==> src/design/touch_pkg.sv <==
`default_nettype none

package touch_pkg;

	// Serial link to the converter
	localparam int TOUCH_CLK_DIV_COUNT = 25;
	localparam int CMD_BITS = 8;
	localparam int RESULT_BITS = 12;
	localparam int BUSY_TIMEOUT = 8;

	// Axis selectors, scanned in this order
	localparam logic [1:0] AXIS_X = 2'd0;
	localparam logic [1:0] AXIS_Y = 2'd1;
	localparam logic [1:0] AXIS_Z = 2'd2;

	// Start, channel A2..A0, mode 0 = 12 bit, SER = 1, PD1..PD0 = 00
	localparam logic [CMD_BITS-1:0] CMD_X = 8'b1_101_0_1_00;
	localparam logic [CMD_BITS-1:0] CMD_Y = 8'b1_001_0_1_00;
	localparam logic [CMD_BITS-1:0] CMD_Z = 8'b1_011_0_1_00;

	localparam int SAMPLES_PER_AXIS = 4;

	// Fixed calibration window
	localparam logic [RESULT_BITS-1:0] X_ADJ_MIN = 12'h096;
	localparam logic [RESULT_BITS-1:0] X_POST_ADJ_MAX = 12'hF6E;
	localparam logic [RESULT_BITS-1:0] Y_ADJ_MIN = 12'h12C;
	localparam logic [RESULT_BITS-1:0] Y_POST_ADJ_MAX = 12'hED8;

	// Pen counts as down strictly above this pressure value
	localparam logic [RESULT_BITS-1:0] Z_PEN_THRESH = 12'h100;

	// Register map
	localparam int AXIL_ADDR_BITS = 5;
	localparam logic [AXIL_ADDR_BITS-1:0] REG_X = 5'h00;
	localparam logic [AXIL_ADDR_BITS-1:0] REG_Y = 5'h04;
	localparam logic [AXIL_ADDR_BITS-1:0] REG_Z = 5'h08;
	localparam logic [AXIL_ADDR_BITS-1:0] REG_STATUS = 5'h0C;
	localparam logic [AXIL_ADDR_BITS-1:0] REG_CTRL = 5'h10;

	localparam logic [1:0] RESP_OKAY = 2'b00;
	localparam logic [1:0] RESP_SLVERR = 2'b10;

endpackage

`default_nettype wire
==> src/design/touchpad_controller.sv <==
`timescale 1ns/100ps
`default_nettype none

module touchpad_controller (
	input  logic                                   cclk,
	input  logic                                   rstb,
	output logic                                   touch_clk,
	output logic                                   touch_csb,
	output logic                                   data_out,
	input  logic                                   data_in,
	input  logic                                   touch_busy,
	input  logic [touch_pkg::AXIL_ADDR_BITS-1:0]   axil_awaddr,
	input  logic                                   axil_awvalid,
	output logic                                   axil_awready,
	input  logic [31:0]                            axil_wdata,
	input  logic [3:0]                             axil_wstrb,
	input  logic                                   axil_wvalid,
	output logic                                   axil_wready,
	output logic [1:0]                             axil_bresp,
	output logic                                   axil_bvalid,
	input  logic                                   axil_bready,
	input  logic [touch_pkg::AXIL_ADDR_BITS-1:0]   axil_araddr,
	input  logic                                   axil_arvalid,
	output logic                                   axil_arready,
	output logic [31:0]                            axil_rdata,
	output logic [1:0]                             axil_rresp,
	output logic                                   axil_rvalid,
	input  logic                                   axil_rready
);
	import touch_pkg::*;

	// Engine to link
	logic conv_start;
	logic [CMD_BITS-1:0] cmd_byte;
	logic conv_done;
	logic [RESULT_BITS-1:0] conv_result;
	logic conv_timeout;

	// Engine to register file
	logic scan_enable;
	logic frame_valid;
	logic [RESULT_BITS-1:0] frame_x;
	logic [RESULT_BITS-1:0] frame_y;
	logic [RESULT_BITS-1:0] frame_z;
	logic frame_pen;

	// Port names match the wires above
	touch_serial_link i_touch_serial_link (.*);

	touch_scan_engine i_touch_scan_engine (.*);

	touch_axil_regs i_touch_axil_regs (.*);

endmodule

`default_nettype wire

==> src/design/touch_axil_regs.sv <==
`timescale 1ns/100ps
`default_nettype none

module touch_axil_regs (
	input  logic                                   cclk,
	input  logic                                   rstb,
	input  logic [touch_pkg::AXIL_ADDR_BITS-1:0]   axil_awaddr,
	input  logic                                   axil_awvalid,
	output logic                                   axil_awready,
	input  logic [31:0]                            axil_wdata,
	input  logic [3:0]                             axil_wstrb,
	input  logic                                   axil_wvalid,
	output logic                                   axil_wready,
	output logic [1:0]                             axil_bresp,
	output logic                                   axil_bvalid,
	input  logic                                   axil_bready,
	input  logic [touch_pkg::AXIL_ADDR_BITS-1:0]   axil_araddr,
	input  logic                                   axil_arvalid,
	output logic                                   axil_arready,
	output logic [31:0]                            axil_rdata,
	output logic [1:0]                             axil_rresp,
	output logic                                   axil_rvalid,
	input  logic                                   axil_rready,
	input  logic                                   frame_valid,
	input  logic [touch_pkg::RESULT_BITS-1:0]      frame_x,
	input  logic [touch_pkg::RESULT_BITS-1:0]      frame_y,
	input  logic [touch_pkg::RESULT_BITS-1:0]      frame_z,
	input  logic                                   frame_pen,
	output logic                                   scan_enable
);
	import touch_pkg::*;

	logic [RESULT_BITS-1:0] x_reg;
	logic [RESULT_BITS-1:0] y_reg;
	logic [RESULT_BITS-1:0] z_reg;
	logic [15:0] frame_count;
	logic pen_reg;
	logic wr_fire;
	logic rd_fire;
	logic rd_hit;
	logic [31:0] rd_data;

	assign wr_fire = axil_awready && axil_awvalid && axil_wvalid;
	assign rd_fire = axil_arready && axil_arvalid;

	// Whole frame lands in one cycle so X, Y and Z always match
	always_ff @(posedge cclk) begin
		if (!rstb) begin
			x_reg <= '0;
			y_reg <= '0;
			z_reg <= '0;
			pen_reg <= 1'b0;
			frame_count <= '0;
		end else if (frame_valid) begin
			x_reg <= frame_x;
			y_reg <= frame_y;
			z_reg <= frame_z;
			pen_reg <= frame_pen;
			frame_count <= frame_count + 1'b1;
		end
	end

	// Write path, address and data taken together
	always_ff @(posedge cclk) begin
		if (!rstb) begin
			axil_awready <= 1'b0;
			axil_wready <= 1'b0;
			axil_bvalid <= 1'b0;
			axil_bresp <= RESP_OKAY;
			scan_enable <= 1'b0;
		end else begin
			axil_awready <= 1'b0;
			axil_wready <= 1'b0;
			if (axil_awvalid && axil_wvalid && !axil_awready && !axil_bvalid) begin
				axil_awready <= 1'b1;
				axil_wready <= 1'b1;
			end
			if (wr_fire) begin
				axil_bvalid <= 1'b1;
				// CTRL is the only writable register
				if (axil_awaddr == REG_CTRL) begin
					axil_bresp <= RESP_OKAY;
					if (axil_wstrb[0]) begin
						scan_enable <= axil_wdata[0];
					end
				end else begin
					axil_bresp <= RESP_SLVERR;
				end
			end else if (axil_bvalid && axil_bready) begin
				axil_bvalid <= 1'b0;
			end
		end
	end

	always_comb begin
		rd_hit = 1'b1;
		rd_data = '0;
		case (axil_araddr)
			REG_X: rd_data = {{(32 - RESULT_BITS){1'b0}}, x_reg};
			REG_Y: rd_data = {{(32 - RESULT_BITS){1'b0}}, y_reg};
			REG_Z: rd_data = {{(32 - RESULT_BITS){1'b0}}, z_reg};
			REG_STATUS: rd_data = {frame_count, 15'b0, pen_reg};
			REG_CTRL: rd_data = {31'b0, scan_enable};
			default: rd_hit = 1'b0;
		endcase
	end

	// Read path, data captured once at the address handshake
	always_ff @(posedge cclk) begin
		if (!rstb) begin
			axil_arready <= 1'b0;
			axil_rvalid <= 1'b0;
			axil_rdata <= '0;
			axil_rresp <= RESP_OKAY;
		end else begin
			axil_arready <= 1'b0;
			if (axil_arvalid && !axil_arready && !axil_rvalid) begin
				axil_arready <= 1'b1;
			end
			if (rd_fire) begin
				axil_rvalid <= 1'b1;
				axil_rdata <= rd_data;
				axil_rresp <= rd_hit ? RESP_OKAY : RESP_SLVERR;
			end else if (axil_rvalid && axil_rready) begin
				axil_rvalid <= 1'b0;
			end
		end
	end

	// New frames must not disturb a read that is being held off
	assert property (@(posedge cclk) disable iff (!rstb)
		axil_rvalid && !axil_rready |=> $stable(axil_rdata));

endmodule

`default_nettype wire

==> src/design/touch_scan_engine.sv <==
`timescale 1ns/100ps
`default_nettype none

module touch_scan_engine (
	input  logic                                cclk,
	input  logic                                rstb,
	input  logic                                scan_enable,
	input  logic                                conv_done,
	input  logic [touch_pkg::RESULT_BITS-1:0]   conv_result,
	input  logic                                conv_timeout,
	output logic                                conv_start,
	output logic [touch_pkg::CMD_BITS-1:0]      cmd_byte,
	output logic                                frame_valid,
	output logic [touch_pkg::RESULT_BITS-1:0]   frame_x,
	output logic [touch_pkg::RESULT_BITS-1:0]   frame_y,
	output logic [touch_pkg::RESULT_BITS-1:0]   frame_z,
	output logic                                frame_pen
);
	import touch_pkg::*;

	localparam int CNT_BITS = $clog2(SAMPLES_PER_AXIS);
	localparam int ACC_BITS = RESULT_BITS + CNT_BITS;

	typedef enum logic [1:0] {
		ST_IDLE,
		ST_WAIT,
		ST_FRAME
	} scan_state_t;

	scan_state_t state;
	logic [1:0] axis;
	logic [CNT_BITS-1:0] sample_cnt;
	logic [ACC_BITS-1:0] acc;
	logic [ACC_BITS-1:0] acc_next;
	logic [RESULT_BITS-1:0] avg_next;
	logic [RESULT_BITS-1:0] avg_x;
	logic [RESULT_BITS-1:0] avg_y;
	logic [RESULT_BITS-1:0] avg_z;
	logic frame_err;
	logic last_sample;

	// Offset removal with clamp at both ends
	function automatic logic [RESULT_BITS-1:0] calibrate(
		input logic [RESULT_BITS-1:0] avg,
		input logic [RESULT_BITS-1:0] adj_min,
		input logic [RESULT_BITS-1:0] post_max
	);
		logic [RESULT_BITS-1:0] diff;
		diff = avg - adj_min;
		if (avg < adj_min) begin
			return '0;
		end
		return (diff > post_max) ? post_max : diff;
	endfunction

	always_comb begin
		case (axis)
			AXIS_X: cmd_byte = CMD_X;
			AXIS_Y: cmd_byte = CMD_Y;
			default: cmd_byte = CMD_Z;
		endcase
	end

	assign acc_next = acc + ACC_BITS'(conv_result);
	// Divide by the sample count, remainder dropped
	assign avg_next = acc_next[ACC_BITS-1:CNT_BITS];
	assign last_sample = (sample_cnt == CNT_BITS'(SAMPLES_PER_AXIS - 1));

	always_ff @(posedge cclk) begin
		if (!rstb) begin
			state <= ST_IDLE;
			axis <= AXIS_X;
			sample_cnt <= '0;
			acc <= '0;
			frame_err <= 1'b0;
			conv_start <= 1'b0;
			frame_valid <= 1'b0;
		end else begin
			conv_start <= 1'b0;
			frame_valid <= 1'b0;
			case (state)
				ST_IDLE: begin
					// Stopping only takes effect between conversions
					if (scan_enable) begin
						conv_start <= 1'b1;
						state <= ST_WAIT;
					end
				end
				ST_WAIT: begin
					if (conv_done) begin
						state <= ST_IDLE;
						if (conv_timeout) begin
							frame_err <= 1'b1;
						end
						if (last_sample) begin
							acc <= '0;
							sample_cnt <= '0;
							if (axis == AXIS_Z) begin
								axis <= AXIS_X;
								state <= ST_FRAME;
							end else begin
								axis <= axis + 1'b1;
							end
						end else begin
							acc <= acc_next;
							sample_cnt <= sample_cnt + 1'b1;
						end
					end
				end
				ST_FRAME: begin
					frame_valid <= 1'b1;
					frame_err <= 1'b0;
					state <= ST_IDLE;
				end
				default: begin
					state <= ST_IDLE;
				end
			endcase
		end
	end

	always_ff @(posedge cclk) begin
		if (state == ST_WAIT && conv_done && last_sample) begin
			case (axis)
				AXIS_X: avg_x <= avg_next;
				AXIS_Y: avg_y <= avg_next;
				default: avg_z <= avg_next;
			endcase
		end
		if (state == ST_FRAME) begin
			frame_x <= frame_err ? '0 : calibrate(avg_x, X_ADJ_MIN, X_POST_ADJ_MAX);
			frame_y <= frame_err ? '0 : calibrate(avg_y, Y_ADJ_MIN, Y_POST_ADJ_MAX);
			frame_z <= avg_z;
			frame_pen <= !frame_err && (avg_z > Z_PEN_THRESH);
		end
	end

	// Link completes only the single conversion this engine is waiting on
	assert property (@(posedge cclk) disable iff (!rstb)
		conv_done |-> (state == ST_WAIT) && !conv_start);

endmodule

`default_nettype wire

==> src/design/touch_serial_link.sv <==
`timescale 1ns/100ps
`default_nettype none

module touch_serial_link (
	input  logic                                cclk,
	input  logic                                rstb,
	input  logic                                conv_start,
	input  logic [touch_pkg::CMD_BITS-1:0]      cmd_byte,
	input  logic                                data_in,
	input  logic                                touch_busy,
	output logic                                touch_clk,
	output logic                                touch_csb,
	output logic                                data_out,
	output logic                                conv_done,
	output logic [touch_pkg::RESULT_BITS-1:0]   conv_result,
	output logic                                conv_timeout
);
	import touch_pkg::*;

	localparam int DIV_BITS = $clog2(TOUCH_CLK_DIV_COUNT);
	localparam int TRAIL_PERIODS = 3;

	typedef enum logic [2:0] {
		ST_IDLE,
		ST_CMD,
		ST_BUSY,
		ST_RECV,
		ST_TRAIL
	} link_state_t;

	link_state_t state;
	logic [DIV_BITS-1:0] div_cnt;
	logic [3:0] period_cnt;
	logic [CMD_BITS-1:0] cmd_shift;
	logic [RESULT_BITS-1:0] rx_shift;
	logic busy_sample;
	logic timed_out;
	logic div_wrap;
	logic rise_tick;
	logic fall_tick;
	logic trail_end;

	// One toggle of touch_clk per wrap; a period ends on the falling edge
	assign div_wrap = (div_cnt == DIV_BITS'(TOUCH_CLK_DIV_COUNT - 1));
	assign rise_tick = div_wrap && !touch_clk;
	assign fall_tick = div_wrap && touch_clk;
	assign trail_end = (state == ST_TRAIL) && fall_tick &&
		(period_cnt == 4'(TRAIL_PERIODS - 1));

	// Divider parks with touch_clk low whenever the link is idle
	always_ff @(posedge cclk) begin
		if (!rstb) begin
			div_cnt <= '0;
			touch_clk <= 1'b0;
		end else if (state == ST_IDLE) begin
			div_cnt <= '0;
			touch_clk <= 1'b0;
		end else if (div_wrap) begin
			div_cnt <= '0;
			touch_clk <= !touch_clk;
		end else begin
			div_cnt <= div_cnt + 1'b1;
		end
	end

	always_ff @(posedge cclk) begin
		if (!rstb) begin
			state <= ST_IDLE;
			touch_csb <= 1'b1;
			data_out <= 1'b0;
			period_cnt <= '0;
			timed_out <= 1'b0;
			conv_done <= 1'b0;
			conv_timeout <= 1'b0;
		end else begin
			conv_done <= 1'b0;
			conv_timeout <= 1'b0;
			case (state)
				ST_IDLE: begin
					if (conv_start) begin
						// MSB goes out ahead of the first rising edge
						state <= ST_CMD;
						touch_csb <= 1'b0;
						data_out <= cmd_byte[CMD_BITS-1];
						period_cnt <= '0;
						timed_out <= 1'b0;
					end
				end
				ST_CMD: begin
					if (fall_tick) begin
						data_out <= cmd_shift[CMD_BITS-1];
						period_cnt <= period_cnt + 1'b1;
						if (period_cnt == 4'(CMD_BITS - 1)) begin
							state <= ST_BUSY;
							period_cnt <= '0;
						end
					end
				end
				ST_BUSY: begin
					if (fall_tick) begin
						period_cnt <= period_cnt + 1'b1;
						if (!busy_sample) begin
							state <= ST_RECV;
							period_cnt <= '0;
						end else if (period_cnt == 4'(BUSY_TIMEOUT - 1)) begin
							state <= ST_TRAIL;
							period_cnt <= '0;
							timed_out <= 1'b1;
						end
					end
				end
				ST_RECV: begin
					if (fall_tick) begin
						period_cnt <= period_cnt + 1'b1;
						if (period_cnt == 4'(RESULT_BITS - 1)) begin
							state <= ST_TRAIL;
							period_cnt <= '0;
						end
					end
				end
				ST_TRAIL: begin
					if (fall_tick) begin
						period_cnt <= period_cnt + 1'b1;
					end
					if (trail_end) begin
						state <= ST_IDLE;
						touch_csb <= 1'b1;
						conv_done <= 1'b1;
						conv_timeout <= timed_out;
					end
				end
				default: begin
					state <= ST_IDLE;
				end
			endcase
		end
	end

	// Shift registers, busy sample and result
	always_ff @(posedge cclk) begin
		if (state == ST_IDLE && conv_start) begin
			cmd_shift <= {cmd_byte[CMD_BITS-2:0], 1'b0};
		end else if (state == ST_CMD && fall_tick) begin
			cmd_shift <= cmd_shift << 1;
		end
		if (rise_tick) begin
			busy_sample <= touch_busy;
		end
		if (state == ST_RECV && rise_tick) begin
			rx_shift <= {rx_shift[RESULT_BITS-2:0], data_in};
		end
		if (trail_end) begin
			conv_result <= timed_out ? '0 : rx_shift;
		end
	end

	// Scan engine must wait for conv_done before starting again
	assert property (@(posedge cclk) disable iff (!rstb)
		conv_start |-> state == ST_IDLE);

	// Chip select low from the first command bit to the last
	assert property (@(posedge cclk) disable iff (!rstb)
		(state == ST_CMD) |-> !touch_csb);

endmodule

`default_nettype wire

==> config.mk <==
export PLATFORM = sky130hd
export DESIGN_NAME = touchpad_controller
export DESIGN_NICKNAME = d
export VERILOG_FILES = /design/src/design/touch_pkg.sv /design/src/design/touchpad_controller.sv /design/src/design/touch_axil_regs.sv /design/src/design/touch_scan_engine.sv /design/src/design/touch_serial_link.sv
export SDC_FILE = /design/constraint.sdc
export NUM_CORES = 1
export LEC_CHECK = 0
export ABC_AREA = 0
export BUFFER_PORTS_ARGS = -buffer_cell sky130_fd_sc_hd__buf_2
export CAP_MARGIN = 5
export CORE_AREA = 2 2 133 135
export CTS_CLUSTER_DIAMETER = 150
export CTS_CLUSTER_SIZE = 12
export DETAILED_ROUTE_END_ITERATION = 7
export DIE_AREA = 0 0 135 137
export GPL_ROUTABILITY_DRIVEN = 1
export MAX_ROUTING_LAYER = met4
export PLACE_DENSITY_LB_ADDON = 0.05
export SLEW_MARGIN = 20
export SYNTH_ARGS = -nofsm -noshare
export SYNTH_HDL_FRONTEND = slang
export SYNTH_SLANG_ARGS = --single-unit
==> constraint.sdc <==
create_clock -name cclk -period 3.16 [get_ports cclk]
set_clock_uncertainty 0.05 [all_clocks]
set_input_delay 0.632 -clock cclk [delete_from_list [all_inputs] [get_ports cclk]]
set_output_delay 0.632 -clock cclk [all_outputs]
set_load 0.1 [all_outputs]
==> impl_metrics.yaml <==
outcome:
  status: "complete, no violations"
cts:
  cts_hold_buf: 0
  clkLatencyLatePin_ps: 510
  clock_path_buffers: 3
  cts_htree_levels: 1
  path_clk_slew_ps: 60
  post-cts-setup-buffer-count: 0
  cts-root-buf: "clkbuf_16"
  tritoncts: "built"
  cts_sinks: 232
  cts_buffers: 23
  ctsResizeCount: 0
placement:
  place_congestion: 0.923
  hpwl_mm: 13.2
  placed_cells: 1147
  io_buffers: 58
  place_area_sq_um: 10300
die:
  die_h_microns: 137
  start_util_pct: 57.6
  rows: 48
  coreArea_sq_um: 17100
  die_area_sq_um: 18500
  die_x_microns: 135
  ios: 99
setup_path:
  cpPeakStageDelay_ps: 430
  path_class: "flip-flop to flip-flop"
  r2r_setup_slack_ps: 490
  worstPathArrival_ps: 2850
  path_delay_family: "compound AO/OA/AOI/OAI gates"
  startpoint: "i_touch_serial_link.conv_result[0]"
  rr_worst_depth: 7
  required_ps: 3340
  crit_path_end: "i_touch_scan_engine.avg_y[10]"
  startpoint_type: "flip-flop"
  crit_path_cell_trace: "ha_1, fa_1, a211oi_1, o2111ai_1, a41o_1, a21oi_1, xnor2_1"
  path_depth: 7
  slowest_stage: "fa_1"
  critical_path.max_fanout: 3
  endpoint_kind: "flip-flop"
  rr_endpoint: "i_touch_scan_engine.avg_y[10]"
  rr_startpoint: "i_touch_serial_link.conv_result[0]"
  path_buf_inv: 0
min_path:
  min_path_type: "primary input to flip-flop"
  min_path_cells: 1
timing:
  timing.final.hold_violations: 0
  worst_pin_slew_ps: 820
  finalSetupViolCount: 0
  tns_ps: 0
  fmax_mhz: 375
  rsz0062_at_grt: "false"
  report.final.slew_viol_count: 0
  relSlewSlack_pct: 45.2
  final.period_utilization_pct: 84.5
  fin_crit_ps: 2670
layout:
  antenna-diode-count: 0
  layout_commonest_cell: "nor2_1"
  mostFrequentLayoutCells: "nor2_1 (130), dfxtp_1 (128), edfxtp_1 (103)"
  regArea_sq_um: 5680
  regMostFlops: "i_touch_axil_regs.axil_rdata"
  drive_gt1_share_pct: 11.8
  area_growth_pct: 11.5
  instances_no_fill: 1185
  fillers: 1346
  fin_nets: 1024
  fin_area_sq_um: 11000
  multi_input_area_sq_um: 3890
  top_regs: "i_touch_axil_regs.axil_rdata: 28 flops, i_touch_axil_regs.frame_count: 16 flops, i_touch_scan_engine.acc: 14 flops"
  largest_register_ffs: 28
route:
  wire_per_inst_microns: 15.9
  ant_nets: 0
  drt-vias-per-instance: 5.64
  drtPass1Iterations: 5
  finalWirelength_mm: 18.9
  highest_layer: "met4"
  wl_met1_mm: 8.50
  num_vias: 6680
  drt_iter0_drc: 355
  route.met2.wl_mm: 9.09
  wl_met3_microns: 835
  drc_errors: 0
global_route:
  grtUsageTotal_pct: 21.6
  grt_remaining_overflow: 0
  antenna_found_initial: 0
  grt_pass1_wl_mm: 31.5
  grt_pass1_vias: 6442
  grt_max_degree: 66
synth:
  synth_edf_count: 103
  synth_cell_type_count: 72
  syn_area_sq_um: 9820
  syn_inst: 896
  synth_area_per_cell_sq_um: 11.0
  synth_ff_type: "dfxtp_1"
  ys_seq_elements: 232
  ys_seq_area_share_pct: 57.8
  async_flop_share_pct: 0
  yosys_warnings: 0
power_and_ir_drop:
  power-per-cell-area_nw_per_um2: 517
  ir_worst_vdd_mv: 0.404
  leakagePower_nw: 4.01
  power_mw: 5.66
run:
  drv_cap: 0
## per-layer routing
| metal | track usage [%] | up-vias |
|---|---|---|
| met5 | - | - |
| met4 | 6.66 | 0 |
| met3 | 3.41 | 30 |
| met2 | 36.0 | 141 |
| met1 | 27.3 | 3203 |
| li1 | - | 3306 |
## through the flow
| step | utilization [%] | hold WS, ps | setup WS (ps) |
|---|---|---|---|
| floorplan | - | 368 | 397 |
| global placement | 60.5 | 375 | 598 |
| detailed placement | 60.5 | 375 | 547 |
| CTS | 64.2 | 233 | 525 |
| global route | 64.2 | 229 | 374 |
| finish | 64.2 | 248 | 491 |
## layout make-up
| class | instances | area share [%] |
|---|---|---|
| repair buffers | 69 | 3.52 |
| clock inverters | 2 | 0.160 |
| flip-flops and latches | 232 | 51.8 |
| well taps | 225 | 2.57 |
| clock buffers | 36 | 5.70 |
| inverters | 19 | 0.663 |
| multi-input cells | 602 | 35.6 |
## cell usage after synthesis (10+ instances only)
master | instances | area [sq um]
a21oi_1 | 34 | 170
a22oi_1 | 35 | 263
and3_1 | 10 | 62.6
clkbuf_1 | 35 | 131
dfxtp_1 | 129 | 2580
edfxtp_1 | 103 | 3090
ha_1 | 21 | 263
inv_1 | 18 | 67.6
mux2i_1 | 52 | 521
nand2_1 | 57 | 214
nand3_1 | 18 | 90.1
nor2_1 | 130 | 488
nor2b_1 | 17 | 106
nor3_1 | 17 | 85.1
o21ai_0 | 26 | 130
xnor2_1 | 21 | 184
xor2_1 | 23 | 201
## worst reg2reg max path: stages (launching register included)
cell,delay [ps]
edfxtp_1,390
ha_1,240
fa_1,430
a211oi_1,350
o2111ai_1,240
a41o_1,280
a21oi_1,250
xnor2_1,170
## power by group
part	switching, mW	internal [mW]	leakage (nW)
clock network	1.06	1.35	0.308
registers	0.00517	3.11	1.96
logic	0.110	0.0266	1.74
total	1.17	4.49	4.01
## kinds of logic after synthesis
| kind of cell | synth area share, % |
|---|---|
| simple gates | 15.5 |
| mux | 5.76 |
| other cells | 0.0382 |
| xor+xnor | 3.92 |
| flops | 57.8 |
| compound gates | 11.3 |
| buf+inv | 2.83 |
| fa+ha+maj | 2.88 |
## worst min path at each step
| stage | start | endpoint | slack [ps] |
|---|---|---|---|
| 4_1_cts | data_in | i_touch_serial_link.rx_shift[0] | 230 |
| 5_1_grt | data_in | i_touch_serial_link.rx_shift[0] | 230 |
| 6_report | data_in | i_touch_serial_link.rx_shift[0] | 250 |
| 3_5_place_dp | i_touch_serial_link.rx_shift[1] | i_touch_serial_link.rx_shift[2] | 380 |
| 3_3_place_gp | i_touch_axil_regs.axil_bvalid | i_touch_axil_regs.axil_awready | 380 |
| 2_1_floorplan | i_touch_serial_link.rx_shift[9] | i_touch_serial_link.rx_shift[10] | 370 |
No activity file was read; power rests on OpenSTA's default activity.
